<file path="src/hdl/icache_pkg.sv">
`default_nettype none

package icache_pkg;

    ////////////////////////////////////////////////////////////
    // Address and block geometry
    ////////////////////////////////////////////////////////////

    localparam int OFFSET_BITS   = 3;                 // Byte offset inside one block
    localparam int BLOCK_BYTES   = 1 << OFFSET_BITS;  // 8-byte memory block
    localparam int CACHE_ADDR_HI = 15;                // Top address bit seen by the cache

    typedef logic [31:0] addr_t;        // Byte address
    typedef logic [63:0] mem_block_t;   // One memory block
    typedef logic [3:0]  mem_tag_t;     // Memory transaction tag, 0 means none

    // Clears the byte offset of an address
    localparam addr_t OFFSET_MASK = addr_t'(BLOCK_BYTES - 1);

    ////////////////////////////////////////////////////////////
    // Memory bus
    ////////////////////////////////////////////////////////////

    typedef enum logic [1:0] {
        MEM_NONE = 2'd0,    // Idle bus
        MEM_LOAD = 2'd1     // Block read
    } mem_command_e;

    // Cache to memory
    typedef struct packed {
        mem_command_e command;
        addr_t        addr;     // Block aligned
    } mem_req_t;

    // Memory to cache
    typedef struct packed {
        mem_tag_t   transaction_tag;  // Same cycle as the request, 0 if refused
        mem_block_t data;             // Valid only with a nonzero data_tag
        mem_tag_t   data_tag;         // Tag of the returning transaction
    } mem_rsp_t;

    ////////////////////////////////////////////////////////////
    // Cache miss tracking
    ////////////////////////////////////////////////////////////

    typedef enum logic [1:0] {
        IDLE       = 2'd0,  // Hit, or nothing to do
        REQUESTING = 2'd1,  // Repeating MEM_LOAD until a tag comes back
        WAITING    = 2'd2   // Holding the tag until the data returns
    } cache_state_e;

endpackage

`default_nettype wire

</file>
<file path="src/hdl/icache.sv">
`timescale 1ns/10ps
`default_nettype none

// Blocking direct-mapped instruction cache
// One miss at a time, abandoned when the fetch address moves
module icache #(
    parameter int CACHE_LINES = 32
) (
    input  wire logic                   clock,
    input  wire logic                   reset,

    // Fetch side
    input  wire icache_pkg::addr_t      fetch_addr,
    output icache_pkg::mem_block_t      block,      // Line for fetch_addr
    output logic                        hit,        // block is valid

    // Memory side
    input  wire icache_pkg::mem_rsp_t   mem_rsp,
    output icache_pkg::mem_req_t        mem_req
);

    localparam int INDEX_BITS = $clog2(CACHE_LINES);
    localparam int TAG_BITS   = icache_pkg::CACHE_ADDR_HI - icache_pkg::OFFSET_BITS + 1
                                - INDEX_BITS;

    typedef logic [INDEX_BITS-1:0] index_t;
    typedef logic [TAG_BITS-1:0]   line_tag_t;     // Cache tag, not a memory tag

    index_t                   cur_index, last_index;
    line_tag_t                cur_tag,   last_tag;
    logic [CACHE_LINES-1:0]   line_valid;
    line_tag_t                line_tag [CACHE_LINES];

    icache_pkg::cache_state_e state, state_next;
    icache_pkg::mem_tag_t     held_tag, held_tag_next;   // Tag of the pending load

    logic changed_addr;
    logic got_data;
    logic fill;

    ////////////////////////////////////////////////////////////
    // Address split and lookup
    ////////////////////////////////////////////////////////////

    assign {cur_tag, cur_index} =
        fetch_addr[icache_pkg::CACHE_ADDR_HI:icache_pkg::OFFSET_BITS];

    assign hit = line_valid[cur_index] && (line_tag[cur_index] == cur_tag);

    assign changed_addr = (cur_index != last_index) || (cur_tag != last_tag);

    // Data for our tag, never for an address already left behind
    assign got_data = (state == icache_pkg::WAITING) && (mem_rsp.data_tag == held_tag);
    assign fill     = got_data && !changed_addr;

    icache_data_ram #(
        .WIDTH($bits(icache_pkg::mem_block_t)),
        .DEPTH(CACHE_LINES)
    ) data_ram (
        .clock(clock),
        .raddr(cur_index),
        .rdata(block),
        .we   (fill),
        .waddr(cur_index),
        .wdata(mem_rsp.data)
    );

    ////////////////////////////////////////////////////////////
    // Miss FSM
    ////////////////////////////////////////////////////////////

    always_comb begin
        state_next    = state;
        held_tag_next = held_tag;
        if (changed_addr) begin
            // Fresh decision, any old tag is dropped
            state_next    = hit ? icache_pkg::IDLE : icache_pkg::REQUESTING;
            held_tag_next = '0;
        end else begin
            case (state)
                icache_pkg::IDLE: begin
                    if (!hit) begin
                        state_next = icache_pkg::REQUESTING;
                    end
                end
                icache_pkg::REQUESTING: begin
                    if (mem_rsp.transaction_tag != '0) begin  // Accepted
                        state_next    = icache_pkg::WAITING;
                        held_tag_next = mem_rsp.transaction_tag;
                    end
                end
                icache_pkg::WAITING: begin
                    if (fill) begin
                        state_next    = icache_pkg::IDLE;  // hit rises next cycle
                        held_tag_next = '0;
                    end
                end
                default: state_next = icache_pkg::IDLE;
            endcase
        end
    end

    // Load repeats until memory hands out a tag
    always_comb begin
        mem_req.command = (state == icache_pkg::REQUESTING && !changed_addr) ?
                          icache_pkg::MEM_LOAD : icache_pkg::MEM_NONE;
        mem_req.addr    = fetch_addr & ~icache_pkg::OFFSET_MASK;  // Block aligned
    end

    ////////////////////////////////////////////////////////////
    // State registers
    ////////////////////////////////////////////////////////////

    always_ff @(posedge clock) begin
        if (reset) begin
            last_index <= '1;   // All ones so the first address counts as a change
            last_tag   <= '1;
            state      <= icache_pkg::IDLE;
            held_tag   <= '0;
            line_valid <= '0;
        end else begin
            last_index <= cur_index;
            last_tag   <= cur_tag;
            state      <= state_next;
            held_tag   <= held_tag_next;
            if (fill) begin
                line_valid[cur_index] <= 1'b1;
            end
        end
    end

    // Tag array, guarded by line_valid
    always_ff @(posedge clock) begin
        if (fill) begin
            line_tag[cur_index] <= cur_tag;
        end
    end

endmodule

`default_nettype wire

</file>
<file path="src/hdl/icache_data_ram.sv">
`timescale 1ns/10ps
`default_nettype none

// Line storage of the instruction cache
// Read is combinational, write lands on the clock edge
module icache_data_ram #(
    parameter int WIDTH = $bits(icache_pkg::mem_block_t),
    parameter int DEPTH = 32
) (
    input  wire logic                       clock,

    // Read port
    input  wire logic [$clog2(DEPTH)-1:0]   raddr,
    output icache_pkg::mem_block_t          rdata,

    // Write port
    input  wire logic                       we,
    input  wire logic [$clog2(DEPTH)-1:0]   waddr,
    input  wire icache_pkg::mem_block_t     wdata
);

    logic [WIDTH-1:0] mem [DEPTH];  // Line array

    ////////////////////////////////////////////////////////////
    // Write
    ////////////////////////////////////////////////////////////

    always_ff @(posedge clock) begin
        if (we) begin
            mem[waddr] <= wdata;    // Fill from memory
        end
    end

    ////////////////////////////////////////////////////////////
    // Read
    ////////////////////////////////////////////////////////////

    // A write in this cycle shows up on the next one
    assign rdata = mem[raddr];

endmodule

`default_nettype wire

</file>
<file path="config.mk">
export PLATFORM = sky130hd
export DESIGN_NAME = icache
export DESIGN_NICKNAME = d
export VERILOG_FILES = /design/src/hdl/icache_pkg.sv /design/src/hdl/icache.sv /design/src/hdl/icache_data_ram.sv
export SDC_FILE = /design/constraint.sdc
export NUM_CORES = 2
export LEC_CHECK = 0
export ABC_CLOCK_PERIOD_IN_PS = 19600
export BUFFER_PORTS_ARGS = -buffer_cell sky130_fd_sc_hd__buf_4
export CAP_MARGIN = 15
export CORE_MARGIN = 8
export CORE_UTILIZATION = 35
export CTS_CLUSTER_SIZE = 10
export DETAILED_ROUTE_END_ITERATION = 12
export PLACE_DENSITY_LB_ADDON = 0.12
export SLEW_MARGIN = 0
export SYNTH_ARGS = -nofsm -noshare
export SYNTH_HDL_FRONTEND = slang
export SYNTH_SLANG_ARGS = --single-unit
</file>
<file path="constraint.sdc">
create_clock -name clock -period 19.6 [get_ports clock]
set_clock_uncertainty 0.1 [all_clocks]
set_input_delay 3.92 -clock clock [delete_from_list [all_inputs] [get_ports clock]]
set_output_delay 3.92 -clock clock [all_outputs]
set_load 0.05 [all_outputs]
</file>
======== Yosys cells after proc, flatten, opt, wreduce, memory -nomap -nowiden ========
Memories as Yosys holds them, arrays and structs flattened.
Cells that the tools add are included.
W data, S select, Z words.
operators by class
  $lt $le $gt $ge ......................... 2
  eq/ne operators ......................... 11
  muxes and demuxes ....................... 16
  bitwise operators ....................... 1
  reductions and logical operators ........ 13
operators by type and width
  cell                  number
  $or A32 B32 Y32       1
  $eq A8 B8 Y1          1
  $mux W2               4
  $mux W4               2
  $ne A8 B8 Y1          1
  $pmux W4 S2           1
  $lt A5 B6 Y1 const B  1
  $mux W1               6
  $ne A3 B3 Y1 const B  2
  $pmux W2 S3           1
  $reduce_and A3 Y1     2
  $bmux W1 S5           1
  $demux W1 S5          1
  $ge A5 B1 Y1 const B  1
  $logic_and A1 B1 Y1   5
  $ne A5 B5 Y1          1
  $eq A4 B4 Y1          1
  $reduce_bool A4 Y1    1
  $ne A3 B2 Y1 const B  1
  $eq A2 B1 Y1 const B  1
  $eq A2 B2 Y1 const B  1
  $logic_not A2 Y1      1
  $ne A2 B1 Y1 const B  1
  $ne A2 B2 Y1 const B  1
  other kinds (4)       4
storage, ports and cells
  register bits ........................... 51
  bits in writable memories ............... 2304
  input bits .............................. 106
  output and inout port bits .............. 99
  word-level logic and storage cells ...... 50
  memories kept ........................... 2
memory list
  name          words  bits a word  rd ports  clocked after memory_dff  wr ports  line                   text
  data_ram.mem  32     64           1         0                         1         icache_data_ram.sv:22  logic [WIDTH-1:0] mem [DEPTH];
  line_tag      32     8            1         0                         1         icache.sv:32           line_tag_t line_tag [CACHE_LINES];

======== Longest topological paths before layout ========
  depth after elaboration ................. 7
  depth in mapped cells ................... 13
  gate-level depth less buffers ........... 9

======== Hierarchy ========
A second synthesis with hierarchy kept.
second synthesis, totals
  cells, all modules ...................... 3782
  area total of the unflattened synthesis .. 90170.2 sq um
by module, submodules not included
  module           instances  cells an instance  area an instance (sq um)  sequential area each (sq um)
  icache_data_ram  1          3033               77683.3                   61499.0
  icache           1          749                12487.0                   8708.4

======== Worst setup path after synthesis ========
Ideal clock, no wire load.
  path type ............................... input -> output
  from .................................... in fetch_addr[4]
  to ...................................... out block[22]
  arrival time ............................ 6.680 ns
  data required time ...................... 15.580 ns
  setup slack ............................. 8.900 ns
  cell stages on the path ................. 10
  path buffers ............................ 7
  path through ............................ buf_6 buf_2 buf_4 buf_2 buf_2 buf_2 buf_2 mux4_2 mux2i_1 o21ai_0
on the way
  longest elaborated chain between the ends .. 1
ends and longest elaborated chain
  what                line          text
  start: declaration  icache.sv:13  input wire icache_pkg::addr_t fetch_addr,
  $mem_v2 Z32 W64     n/a
  end: declaration    icache.sv:14  output icache_pkg::mem_block_t block,
No other way between the ends.

======== Final worst setup path ========
  from .................................... in fetch_addr[4]
  to ...................................... out hit
on the way
  longest elaborated chain between the ends .. 3
  elaborated cells between the ends (all ways) .. 5
  classes of those cells .................. eq/ne: 1; mux: 2; reduce/logical: 1; memory: 1
ends and longest elaborated chain
  what                                           line          text
  $mem_v2 Z32 W8 or $bmux W1 S5 (tied branches)  n/a
  $eq A8 B8 Y1 or $mux W1 (tied branches)        icache.sv:48  assign hit = line_valid[cur_index] && (line_tag[cur_index] == cur_tag);
  $logic_and A1 B1 Y1 *                          icache.sv:48
  end: declaration                               icache.sv:15  output logic hit,
Mark *: on every way between the ends. The rest lies on a longest branch, timed or not. The select of a mux whose other input is x is not followed.

==> flow_metrics.py <==
metrics = {
    "clocking": {
        "cts_buffers": 292,
        "htree_levels": 5,
        "ctsResizeCount": 0,
        "cts_setup_buffers": 0,
        "clkTransAtPathRegs_ns": 0.05,
        "cts_tree": "yes",
        "clk_latency_ns": 0.91,
        "clockBufferDepth": 4,
        "cts_sinks": 2355,
        "cts_hold_buf": 0,
        "clock-root-buffer": "clkbuf_16",
    },
    "sta": {
        "rsz0062_at_grt": "no",
        "final_max_slew_viol_count": 0,
        "tightest_slew_ns": 1.17,
        "max_freq_mhz": 78.3,
        "whs_ns": 0.361,
        "period_share_pct": 65.2,
        "relSlewSlack_pct": 22.1,
        "hold_viol_final": 0,
        "setup-tns-final_ns": 0,
        "period_minus_slack_ns": 12.77,
        "setup_viol": 0,
    },
    "synthesis": {
        "ys_ff_latch": 2355,
        "synthArstFlopShare_pct": 0,
        "synthFlopType": "edfxtp_1",
        "synth_area_per_cell_um2": 22.8,
        "ys_types": 67,
        "syn_area_um2": 89200,
        "yosysSeqAreaShare_pct": 78.7,
        "synth_edf_count": 2304,
        "synth_warnings": 0,
        "synth_cells": 3906,
    },
    "routing": {
        "via_count": 42063,
        "ant_nets": 0,
        "wl_um": 247000,
        "wl_per_cell_um": 32.2,
        "drtPass1Iterations": 5,
        "drc_errors": 0,
        "vias_per_cell": 5.48,
        "first_iter_violations": 4219,
    },
    "flow_run": {
        "cap_violations": 0,
    },
    "setup_path": {
        "path_cells": "buf_8, buf_4, buf_12, mux4_2, a22o_1, a221oi_1, o211ai_1, xor2_1, a211oi_1, and3_1, buf_4",
        "crit_buf_inv": 4,
        "crit_path_frequent_cell": "buf_4",
        "path_class": "primary input to primary output",
        "max_stage_delay_ns": 0.88,
        "critPathTopFamily": "buffers and inverters",
        "rrSetupSlack_ns": 13.75,
        "end_kind": "primary output",
        "r2r-end": "data_ram.mem[11][45]$_DFFE_PP_",
        "reg2regPathDepth": 10,
        "r2r-start": "last_index[1]$_SDFF_PP1_",
        "path_max_fanout": 136,
        "cp_slowest_cell": "buf_4",
        "cp_num_cells": 11,
        "setup.worst_path.start_class": "primary input",
        "worstPathArrival_ns": 8.75,
        "required_ns": 15.58,
    },
    "final_layout": {
        "final_area_um2": 102000,
        "fill_cells": 22338,
        "nets": 4337,
        "mostFrequentLayoutCells": "edfxtp_1 (2304), mux4_2 (539), clkbuf_16 (297), buf_4 (272), a22oi_1 (165)",
        "final_common_cell": "edfxtp_1",
        "area_delta_synth_final_pct": 14.8,
        "drive_gt1_share_pct": 27.7,
    },
    "power": {
        "power.density_nw_per_um2": 104,
        "p_leak_nw": 31.8,
        "vdd_drop_max_mv": 0.0683,
    },
    "placed_design": {
        "port-buffer-count": 165,
        "dpl.hpwl_um": 124000,
        "place_congestion": 0.684,
        "place_area_um2": 94600,
    },
    "hold_path": {
        "whs_endpoint": "line_valid[26]$_SDFFE_PP0N_",
        "min_from": "line_valid[26]$_SDFFE_PP0N_",
        "hp-class": "flop to flop",
        "hold_depth": 2,
    },
    "grt": {
        "antenna_found_initial": 22,
        "grt_remaining_overflow": 0,
        "grt_pass1_vias": 44004,
        "grt_max_degree": 137,
        "grt_use_total_pct": 17.9,
        "grt_pass1_wl_um": 346000,
    },
    "outcome": {
        "outcome": "finished, final reports clean",
    },
    "floorplanning": {
        "row_count": 185,
        "core_area_um2": 254000,
        "die_w_um": 521,
        "die_y_um": 521,
        "start_util_pct": 35.1,
        "dieArea_um2": 271000,
        "io_pins": 205,
    },
}
## layer usage
layer  track usage (%)  part of all wire [%]  up-vias  wire (um)
met5                 0                 0.030        -         74
met4              3.79                   1.9       12       4780
met3              3.18                   5.5      377      13500
met2              29.0                    48     1282     118000
met1              25.5                    45    23144     111000
li1                  -                     -    17248          -
## power by group
group	internal (mW)	total (mW)	switching (mW)	leakage, nW
combinational	0.174	0.513	0.339	6.85
sequential	5.53	5.53	0.000634	21.1
clock	2.72	4.63	1.90	3.80
total	8.43	10.7	2.24	31.8
## flip-flops by register name, summed over array words and instances, names as in the netlist
name / count
data_ram.mem: 2048
line_tag: 256
line_valid: 32
last_tag: 8
last_index: 5
held_tag: 4
state: 2
## layout make-up
cell class                 count  area [um^2]  share of cell area, %
multi-input combinational   1295        18000                   17.6
inverter                       7         27.5                 0.0269
clock buffer                 360         7680                   7.50
timing repair buffer         277         2130                   2.08
sequential                  2355        70200                   68.6
antenna                        2         5.00                0.00489
clock inverter                15          134                  0.131
tap                         3366         4210                   4.11
## logic make-up (layout without fill, tap and decap cells)
logic type	Yosys count	after routing	share of synthesized area, %
multiplexers	689	689	15.3
flip-flops	2355	2355	78.7
other	1	6	0.00420
AND/OR/NAND/NOR	240	240	1.42
buffers and inverters	259	659	1.48
AO/OA/AOI/OAI	337	337	2.87
adder cells (fa/ha/maj)	3	3	0.0421
XOR/XNOR	22	22	0.216
## synth_stat cells, drive strengths merged, types with 12 or more instances
library cell  instances  share of area [%]
nor2                 98               0.41
o32ai                12               0.12
mux2i               147                1.6
and3                 13              0.091
o221ai               21               0.21
clkbuf               68               0.29
a221oi               24               0.24
a22oi               166                1.4
mux4                539                 14
o21ai                23               0.13
buf                 184                1.2
or2                  17               0.12
xor2                 12               0.12
o22ai                22               0.15
nand4                32               0.22
a22o                 20               0.20
dfxtp                51                1.1
edfxtp             2304                 78
nand2                21              0.088
a21oi                18               0.10
## metrics by stage
step                power (mW)  utilization (%)  std cells  setup WS (ns)
floorplan                 5.95                -       3909           8.90
global placement          6.15             37.3       7300           6.75
finish                    10.7             40.3       7677           6.83
detailed placement        6.16             37.3       7300           6.77
global route              11.0             40.3       7676           6.45
CTS                       10.8             40.3       7675           6.76
## worst max path at each step
stage | start | end | slack (ns)
6_report | fetch_addr[4] | hit | 6.83
5_1_grt | fetch_addr[4] | hit | 6.45
4_1_cts | fetch_addr[4] | hit | 6.76
3_5_place_dp | fetch_addr[4] | hit | 6.77
3_3_place_gp | fetch_addr[4] | hit | 6.75
2_1_floorplan | fetch_addr[4] | block[22] | 8.90
## worst min-delay path: stages, from the launching register on
cell,delay [ns]
dfxtp_1,0.32
nor2_1,0.05
nor2_1,0.06
(Power assumes the default switching activity.)
