## src/hdl/icache_pkg.sv

```systemverilog
`default_nettype none

package icache_pkg;

    ////////////////////////////////////////////////////////////
    // Address and block geometry
    ////////////////////////////////////////////////////////////

    localparam int OFFSET_BITS   = 3;                 // Byte offset inside one block
    localparam int BLOCK_BYTES   = 1 << OFFSET_BITS;  // 8-byte memory block
    localparam int CACHE_ADDR_HI = 15;                // Top address bit seen by the cache

    typedef logic [31:0] addr_t;        // Byte address
    typedef logic [63:0] mem_block_t;   // One memory block
    typedef logic [3:0]  mem_tag_t;     // Memory transaction tag, 0 means none

    // Clears the byte offset of an address
    localparam addr_t OFFSET_MASK = addr_t'(BLOCK_BYTES - 1);

    ////////////////////////////////////////////////////////////
    // Memory bus
    ////////////////////////////////////////////////////////////

    typedef enum logic [1:0] {
        MEM_NONE = 2'd0,    // Idle bus
        MEM_LOAD = 2'd1     // Block read
    } mem_command_e;

    // Cache to memory
    typedef struct packed {
        mem_command_e command;
        addr_t        addr;     // Block aligned
    } mem_req_t;

    // Memory to cache
    typedef struct packed {
        mem_tag_t   transaction_tag;  // Same cycle as the request, 0 if refused
        mem_block_t data;             // Valid only with a nonzero data_tag
        mem_tag_t   data_tag;         // Tag of the returning transaction
    } mem_rsp_t;

    ////////////////////////////////////////////////////////////
    // Cache miss tracking
    ////////////////////////////////////////////////////////////

    typedef enum logic [1:0] {
        IDLE       = 2'd0,  // Hit, or nothing to do
        REQUESTING = 2'd1,  // Repeating MEM_LOAD until a tag comes back
        WAITING    = 2'd2   // Holding the tag until the data returns
    } cache_state_e;

endpackage

`default_nettype wire

```

## src/hdl/fetch_sequencer.sv

```systemverilog
`timescale 1ns/10ps
`default_nettype none

// Fetch address register
// Steps one block per hit, jumps on redirect, holds on a miss
module fetch_sequencer (
    input  wire logic               clock,
    input  wire logic               reset,

    // Outside control
    input  wire logic               redirect,       // Load redirect_addr at the edge
    input  wire icache_pkg::addr_t  redirect_addr,

    // Cache
    input  wire logic               hit,            // Current block delivered
    output icache_pkg::addr_t       fetch_addr      // Always block aligned
);

    icache_pkg::addr_t next_addr;
    icache_pkg::addr_t target_addr;    // Redirect target with the offset cleared
    icache_pkg::addr_t step_addr;      // Following block

    ////////////////////////////////////////////////////////////
    // Next address
    ////////////////////////////////////////////////////////////

    assign target_addr = redirect_addr & ~icache_pkg::OFFSET_MASK;
    assign step_addr   = fetch_addr + icache_pkg::addr_t'(icache_pkg::BLOCK_BYTES);

    always_comb begin
        if (redirect) begin
            next_addr = target_addr;    // Redirect wins over a hit
        end else if (hit) begin
            next_addr = step_addr;
        end else begin
            next_addr = fetch_addr;     // Miss in progress
        end
    end

    ////////////////////////////////////////////////////////////
    // Program counter
    ////////////////////////////////////////////////////////////

    always_ff @(posedge clock) begin
        if (reset) begin
            fetch_addr <= '0;           // Start of memory
        end else begin
            fetch_addr <= next_addr;
        end
    end

endmodule

`default_nettype wire

```

## config.mk

```make
export PLATFORM = sky130hd
export DESIGN_NAME = fetch_sequencer
export DESIGN_NICKNAME = d
export VERILOG_FILES = /design/src/hdl/icache_pkg.sv /design/src/hdl/fetch_sequencer.sv
export SDC_FILE = /design/constraint.sdc
export NUM_CORES = 1
export LEC_CHECK = 0
export ABC_CLOCK_PERIOD_IN_PS = 2740
export BUFFER_PORTS_ARGS = -buffer_cell sky130_fd_sc_hd__buf_2
export CORE_MARGIN = 10
export CORE_UTILIZATION = 28
export DETAILED_ROUTE_END_ITERATION = 12
export GPL_TIMING_DRIVEN = 0
export PLACE_DENSITY = 0.59
export SETUP_SLACK_MARGIN = 0.2
export SYNTH_ARGS = -nofsm -noshare
export SYNTH_HDL_FRONTEND = slang
export SYNTH_SLANG_ARGS = --single-unit
```

## constraint.sdc

```tcl
create_clock -name clock -period 2.74 [get_ports clock]
set_input_delay 0 -clock clock [delete_from_list [all_inputs] [get_ports clock]]
set_output_delay 0 -clock clock [all_outputs]
set_load 0.1 [all_outputs]
```

---- Word-level counts from Yosys, hierarchy flattened ----
Index checks and enable logic that the tools add are counted.
operators by class
  add/subtract/negate cells ............... 1
  muxes and demuxes ....................... 2
  reductions and logical operators ........ 2
operators by type and width
  kind                                                              number
  32-bit 2-to-1 mux                                                 2
  32-bit by 4-bit adder with 32-bit output (second input constant)  1
  2-bit nonzero test                                                1
  2-bit OR reduction                                                1
word-level totals
  bits in registers ....................... 32
  input port bits ......................... 36
  output and inout port bits .............. 32
  word-level logic and storage cells ...... 7

---- Logic depth before layout (Yosys ltp) ----
Gate-level depths: netlist of run 1.
  word-level depth ........................ 3
  mapped depth ............................ 7
  mapped depth without buffers ............ 5

---- Worst setup path after synthesis of run 1 ----
Ideal clock, no wire load.
  path type ............................... register -> register
  start point ............................. register fetch_addr[3]
  end point ............................... register fetch_addr[19]
  setup time .............................. 0.091 ns
  data arrival time ....................... 2.720 ns
  required time ........................... 2.649 ns
  path slack .............................. -0.071 ns
  cell stages (with the launch flop) ...... 7
  buffers on the path ..................... 1
  clock period less this slack ............ 2.811 ns
  cell sequence ........................... dfxtp_1 ha_1 nand4_1 or2_2 buf_2 or4_1 a311oi_1
on the way
  longest elaborated chain between the ends .. 3
ends and longest elaborated chain
  what                                      line                   source
  start: declaration                        fetch_sequencer.sv:16  output icache_pkg::addr_t fetch_addr
  start signal: assignment                  fetch_sequencer.sv:48  fetch_addr <= next_addr;
  32-bit by 4-bit adder with 32-bit output  fetch_sequencer.sv:28  assign step_addr = fetch_addr + icache_pkg::addr_t'(icache_pkg::BLOCK_BYTES);
  32-bit 2-to-1 mux                         fetch_sequencer.sv:33  end else if (hit) begin
  32-bit 2-to-1 mux                         fetch_sequencer.sv:31  if (redirect) begin
No other way between the ends. The select of a mux whose other input is x is not followed.
A chain may end at the register's enable or synchronous reset.

---- Worst setup path after layout of run 1 ----
Same ends and word-level chain as after synthesis.

==> flow_summary.ini, run 1 <==
[synthesis]
synthCells = 212
syn_std_cell_area_mm2 = 0.00169
synth-xor-area-share = 0.0518
ys_ff_latch = 29
synth-seq-area-share = 0.343
synth-compound-area-share = 0.226
synth.lib_cells_used.distinct = 41
synth_edf_count = 0
synth_top_flop_cell = dfxtp_1
synth_top_family_by_area = simple AND/OR/NAND/NOR gates
synth_warnings = 0
postSynth.asyncResetShare = 0
yosys-mux-area-fraction = 0.00592
synth_simple_gate_area_frac = 0.299
avgSynthCellArea_um2 = 7.97
post_synth_fa_ha_maj_area_fraction = 0.00740

[worst_setup_path]
regToRegStartpoint = fetch_addr[3]$_SDFFE_PP0P_
worstPathRequired_ns = 2.93
cpPeakStageDelay_ns = 0.50
worst-path-buf-inv = 1
cp-startpoint = fetch_addr[3]$_SDFFE_PP0P_
worst-r2r-setup-slack_ns = 0.53
worst-r2r-cell-count = 6
worst_path_dominant_cell_family = simple AND/OR/NAND/NOR gates
cp_cell_sequence = ha_1, nand4_1, or2_2, buf_2, or4_1, a311oi_1
criticalPathCategory = reg -> reg
worstSetupStartpointType = register
setup.worst_path.end_class = register
critical_path.reg2reg.endpoint = fetch_addr[19]$_SDFFE_PP0P_
worstPathMaxFanout = 10
crit_slowest_cell = or4_1
cp_data_arrival_time_ns = 2.40

[global_routing]
vias_in_the_first_global_route = 1987
pin_count_of_the_biggest_net_entering_global_routing = 11
antenna_found_initial = 0
grt-ovfl-total = 0
grt.total_usage = 0.124
grt_pass1_wl_um = 10000

[clock_tree]
htree_levels = 2
cts.sink_count = 29
clock_latency_ns = 0.29
cts_resized = 0
postCtsHoldBufs = 22
root_buffer = clkbuf_8
clk_path_buf_depth = 2
cts_made_buffers = 5
cts.clk_slew.worst_paths_ns = 0.07
tritoncts = built
cts_post_setup_buffers_inserted = 0

[run]
maxCapViolCount = 0

[sta]
final.hold.worst_slack_ns = -0.00212
slew_viol_final = 0
slew-limit-headroom = 0.604
finalClockSkew_ns = 0.00749
final.setup.worst_slack_ns = 0.532
tightestPinTransition_ns = 0.595
final.setup.tns_ns = 0
hold_viol = 1
timing.fmax_mhz = 453
timing.final.setup_violations = 0
final_worst_path_period_need_ns = 2.21
share_of_the_clock_period_used_by_the_worst_path_after_layout = 0.806
rsz_0062_raised_after_global_routing = false

[hold_path]
beginning_of_the_worst_hold_path = redirect_addr[21]
worst_hold_path.num_cells = 3
whs_endpoint = fetch_addr[21]$_SDFFE_PP0P_
hold_path.class = in -> reg

[route]
route.detailed.vias_per_inst = 5.17
drt_iter0_drc = 93
drt_drc_violations_left = 0
dr.pass1.iters = 4
drt.antenna.violating_nets = 0
vias = 1953
routedWlPerCell_um = 15.6
detail_route.wirelength_um = 5900

[cells_and_area]
layout_common_cells = buf_2 (62), nor2_1 (27), dlygate4sd3_1 (22)
regMostFlops = fetch_addr
postLayoutCoreUtil = 0.413
drive_above_1_share = 0.317
reg_top3 = fetch_addr x29
finalNonFillerCells = 378
ant_diodes = 0
most_frequent_standard_cell_in_the_layout_excluding_fill_and_tap_cells = buf_2
largest_reg_flops = 29
nets = 339
final_cell_area_mm2 = 0.00243
syn2layout_area_growth_pct = 43.8

[place]
placement.setup.worst_slack_ns = 0.543
numPlacedInstances = 348
finalWeightedCongestion = 0.820
half_perimeter_wire_length_of_the_detailed_placement_result_um = 4460
placement.io_buffers = 59
placed_standard_cell_area_mm2 = 0.00211

[floorplanning]
horizontal_extent_of_the_die_um = 97.7
design.portCount = 68
core-area_mm2 = 0.00589
initial_utilization = 0.287
placement_rows = 28
die-area_mm2 = 0.00955
floorplan.die.height_um = 97.7

[power]
power.ir.vdd_worst_v = 0.000267
total_leakage_power_nw = 0.946
power-per-cell-area_mw_per_mm2 = 534

[run_status]
run_status = finished with violations
failed_checks = negative hold slack
-- through the flow --
| step | hold slack (ns) | power [mW] |
|---|---|---|
| 3_5_place_dp | 0.253 | 0.884 |
| 6_report | -0.00212 | 1.30 |
| 4_1_cts | 0.00116 | 1.31 |
| 5_1_grt | 0.00243 | 1.37 |
| 2_1_floorplan | 0.137 | 0.802 |
| 3_3_place_gp | 0.230 | 0.881 |
-- area by class of cell --
type	count	area, um^2
flip-flops and latches	29	603
repair buffers	81	515
inverters	7	26.3
well taps	75	93.8
multi-input cells	160	1010
clock buffers	7	96.3
fillers	646	3450
plain buffers	18	82.6
clock inverters	1	5.00
-- cell usage after synthesis (2+ instances only) --
cell,number,area [um^2]
dfxtp_1,29,581
nor2_1,27,101
nand2_1,14,52.6
or4_1,11,82.6
a311oi_1,10,87.6
clkbuf_1,10,37.5
nand4_1,10,62.6
o31ai_1,9,67.6
a211oi_1,8,60.1
nand3_1,8,40.0
a21oi_1,7,35.0
inv_1,6,22.5
xor2_1,6,52.6
nor3b_1,4,30.0
o21ai_0,4,20.0
o31a_1,4,35.0
xnor2_1,4,35.0
a31oi_1,3,18.8
and4_1,3,26.3
buf_2,3,15.0
buf_4,3,22.5
or2_2,3,18.8
or3_1,3,18.8
and3_1,2,12.5
buf_1,2,7.51
nor3_1,2,10.0
nor4_1,2,12.5
o21bai_1,2,15.0
-- cell families after synthesis --
family | after synthesis
buf+inv | 25
xor+xnor | 10
other cells | 1
compound gates | 52
flops | 29
mux | 1
fa+ha+maj | 1
simple gates | 93
-- where the power goes --
group | switching (mW) | total [mW] | internal [mW] | leakage (nW)
clock network | 0.175 | 0.402 | 0.227 | 0.0542
logic | 0.306 | 0.401 | 0.0957 | 0.645
registers | 0.0397 | 0.495 | 0.455 | 0.246
total | 0.521 | 1.30 | 0.778 | 0.946
-- metal layers --
| metal | GRT usage | wire, um | vias up |
|---|---|---|---|
| met3 | 0.0477 | 472 | 6 |
| met1 | 0.149 | 2630 | 897 |
| met5 | 0 | 0 | - |
| met4 | 0.0201 | 29 | 0 |
| met2 | 0.208 | 2770 | 70 |
| li1 | - | - | 980 |
-- how the worst max path moves through the flow --
stage / slack (ns) / cells past startpoint / to
floorplan: 0.32 / 6 / fetch_addr[19]$_SDFFE_PP0P_
global placement: 0.57 / 6 / fetch_addr[19]$_SDFFE_PP0P_
detailed placement: 0.54 / 6 / fetch_addr[19]$_SDFFE_PP0P_
CTS: 0.53 / 6 / fetch_addr[19]$_SDFFE_PP0P_
global route: 0.35 / 6 / fetch_addr[19]$_SDFFE_PP0P_
finish: 0.53 / 6 / fetch_addr[19]$_SDFFE_PP0P_
-- tightest hold or removal path: stages --
cell and delay [ns]:
buf_2 0.09, inv_1 0.06, a221oi_1 0.07
Note: power is estimated with default switching activity, not from simulation.
==> inputs of run 2 (changes only) <==
--- a/config.mk
+++ b/config.mk
@@ -5,13 +5,13 @@
 export SDC_FILE = /design/constraint.sdc
 export NUM_CORES = 1
 export LEC_CHECK = 0
-export ABC_CLOCK_PERIOD_IN_PS = 2740
+export ABC_CLOCK_PERIOD_IN_PS = 1800
 export BUFFER_PORTS_ARGS = -buffer_cell sky130_fd_sc_hd__buf_2
 export CORE_MARGIN = 10
 export CORE_UTILIZATION = 28
 export DETAILED_ROUTE_END_ITERATION = 12
 export GPL_TIMING_DRIVEN = 0
-export PLACE_DENSITY = 0.59
+export PLACE_DENSITY = 0.61
 export SETUP_SLACK_MARGIN = 0.2
 export SYNTH_ARGS = -nofsm -noshare
 export SYNTH_HDL_FRONTEND = slang
==> constraint.sdc (replaced) <==
create_clock -name clock -period 1.8 [get_ports clock]
set_input_delay 0 -clock clock [delete_from_list [all_inputs] [get_ports clock]]
set_output_delay 0 -clock clock [all_outputs]
set_load 0.1 [all_outputs]
==> flow_summary.ini, run 2 (synthesized netlist as in run 1, its figures left out) <==
[clock_tree]
tritoncts = built
clk_path_buf_depth = 2
cts.sink_count = 29
cts.clk_slew.worst_paths_ns = 0.07
cts_made_buffers = 5
root_buffer = clkbuf_8
clock_latency_ns = 0.28
htree_levels = 2

[worst_setup_path]
worstPathRequired_ns = 1.98
worstSetupStartpointType = register
setup.worst_path.end_class = register
crit_slowest_cell = or4_4
timing.critical_path.mode_cell = or4_4
criticalPathCategory = reg -> reg
cp_cell_sequence = nand4_1, or4_4, buf_6, or4_4, a311oi_2
worstPathMaxFanout = 6
cpPeakStageDelay_ns = 0.52
cp_data_arrival_time_ns = 2.15

[floorplanning]
design.portCount = 68
placement_rows = 28
horizontal_extent_of_the_die_um = 97.7
core-area_mm2 = 0.00589
initial_utilization = 0.287
die-area_mm2 = 0.00955
floorplan.die.height_um = 97.7

[place]
finalWeightedCongestion = 0.793
placement.setup.worst_slack_ns = -0.298
numPlacedInstances = 348
half_perimeter_wire_length_of_the_detailed_placement_result_um = 4440
placed_standard_cell_area_mm2 = 0.00224
placement.io_buffers = 59

[cells_and_area]
most_frequent_standard_cell_in_the_layout_excluding_fill_and_tap_cells = buf_2
nets = 349
drive_above_1_share = 0.438
ant_diodes = 0
postLayoutCoreUtil = 0.462
largest_reg_flops = 29
regMostFlops = fetch_addr
final_cell_area_mm2 = 0.00272
layout_common_cells = buf_2 (60), nor2_1 (26), dfxtp_4 (24)
reg_top3 = fetch_addr x29
syn2layout_area_growth_pct = 60.9
finalNonFillerCells = 388
n_fill_cell = 618

[sta]
final.setup.tns_ns = -0.927
share_of_the_clock_period_used_by_the_worst_path_after_layout = 1.09
timing.fmax_mhz = 509
hold_viol = 0
final_worst_path_period_need_ns = 1.96
finalClockSkew_ns = 0.00548
final.setup.worst_slack_ns = -0.164
slew-limit-headroom = 0.590
rsz_0062_raised_after_global_routing = true
tightestPinTransition_ns = 0.616
final.hold.worst_slack_ns = 0.00345
slew_viol_final = 0
timing.final.setup_violations = 10

[hold_path]
hold_path.class = in -> reg

[power]
power.ir.vdd_worst_v = 0.000471
total_leakage_power_nw = 1.05
power-per-cell-area_mw_per_mm2 = 697
power_after_layout_mw = 1.90

[global_routing]
pin_count_of_the_biggest_net_entering_global_routing = 11
grt.total_usage = 0.124
grt_pass1_wl_um = 9930
grt-ovfl-total = 0
vias_in_the_first_global_route = 1945
antenna_found_initial = 0

[run_status]
failed_checks = negative setup slack
run_status = finished with violations

[route]
vias = 2023
drt.antenna.violating_nets = 0
detail_route.wirelength_um = 6180
drt_iter0_drc = 96
drt_drc_violations_left = 0
route.detailed.vias_per_inst = 5.21
dr.pass1.iters = 4
routedWlPerCell_um = 15.9

[run]
maxCapViolCount = 0
## run 2: cell count changes in the layout (fill, tap and decap cells not counted), sizes merged
cell | before | now
buf | 67 | 81
clkbuf | 17 | 16
clkinv | 2 | 3
dlygate4sd3 | 22 | 18
## run 2: metal layers
metal | track usage | share of wire
met2 | 0.197 | 0.47
met4 | 0.0246 | 0.0070
met5 | 0 | 0
met1 | 0.161 | 0.47
met3 | 0.0363 | 0.055
## run 2: area by class of cell
| cell class | instances | area [um^2] | area share |
|---|---|---|---|
| sequential | 29 | 676 | 0.248 |
| tap | 75 | 93.8 | 0.0345 |
| timing repair buffer | 91 | 591 | 0.217 |
| clock buffer | 6 | 72.6 | 0.0267 |
| inverter | 7 | 26.3 | 0.00966 |
| clock inverter | 2 | 10.0 | 0.00368 |
| multi-input combinational | 160 | 1110 | 0.409 |
| buffer | 18 | 139 | 0.0511 |
## run 2: power by group
group          total, mW  switching [mW]  leakage, nW  internal, mW
registers          0.743          0.0624        0.257         0.680
clock network      0.524           0.257       0.0450         0.268
logic              0.629           0.475        0.744         0.153
total               1.90           0.795         1.05          1.10
## run 2: worst max-delay path, delay by kind of cell (launching register included)
| kind | cells | cell delay [ns] |
|---|---|---|
| buffers and inverters | 1 | 0.15 |
| flip-flops | 1 | 0.35 |
| AO/OA/AOI/OAI | 1 | 0.24 |
| AND/OR/NAND/NOR | 3 | 1.13 |
## run 2: worst paths after layout
check                                                   end  cells after the start  slack [ns]                         from
worst max-delay path            fetch_addr[29]$_SDFFE_PP0P_                      5       -0.16  fetch_addr[18]$_SDFFE_PP0P_
worst min-delay path             fetch_addr[6]$_SDFFE_PP0P_                      3       0.003             redirect_addr[6]
worst max register to register  fetch_addr[29]$_SDFFE_PP0P_                      5       -0.16  fetch_addr[18]$_SDFFE_PP0P_
worst min register to register  fetch_addr[28]$_SDFFE_PP0P_                      2        0.52  fetch_addr[28]$_SDFFE_PP0P_
## run 2: timing repair
| action | 4_1_cts | 5_1_grt |
|---|---|---|
| hold buffers | 18 | 0 |
| resized for setup | 16 | 9 |
| endpoints found under the hold margin | 18 | 0 |
| gates cloned | 3 | 0 |
| pin swaps | 6 | 6 |
| setup endpoints to repair | 15 | 14 |
| buffers inserted | 11 | 0 |
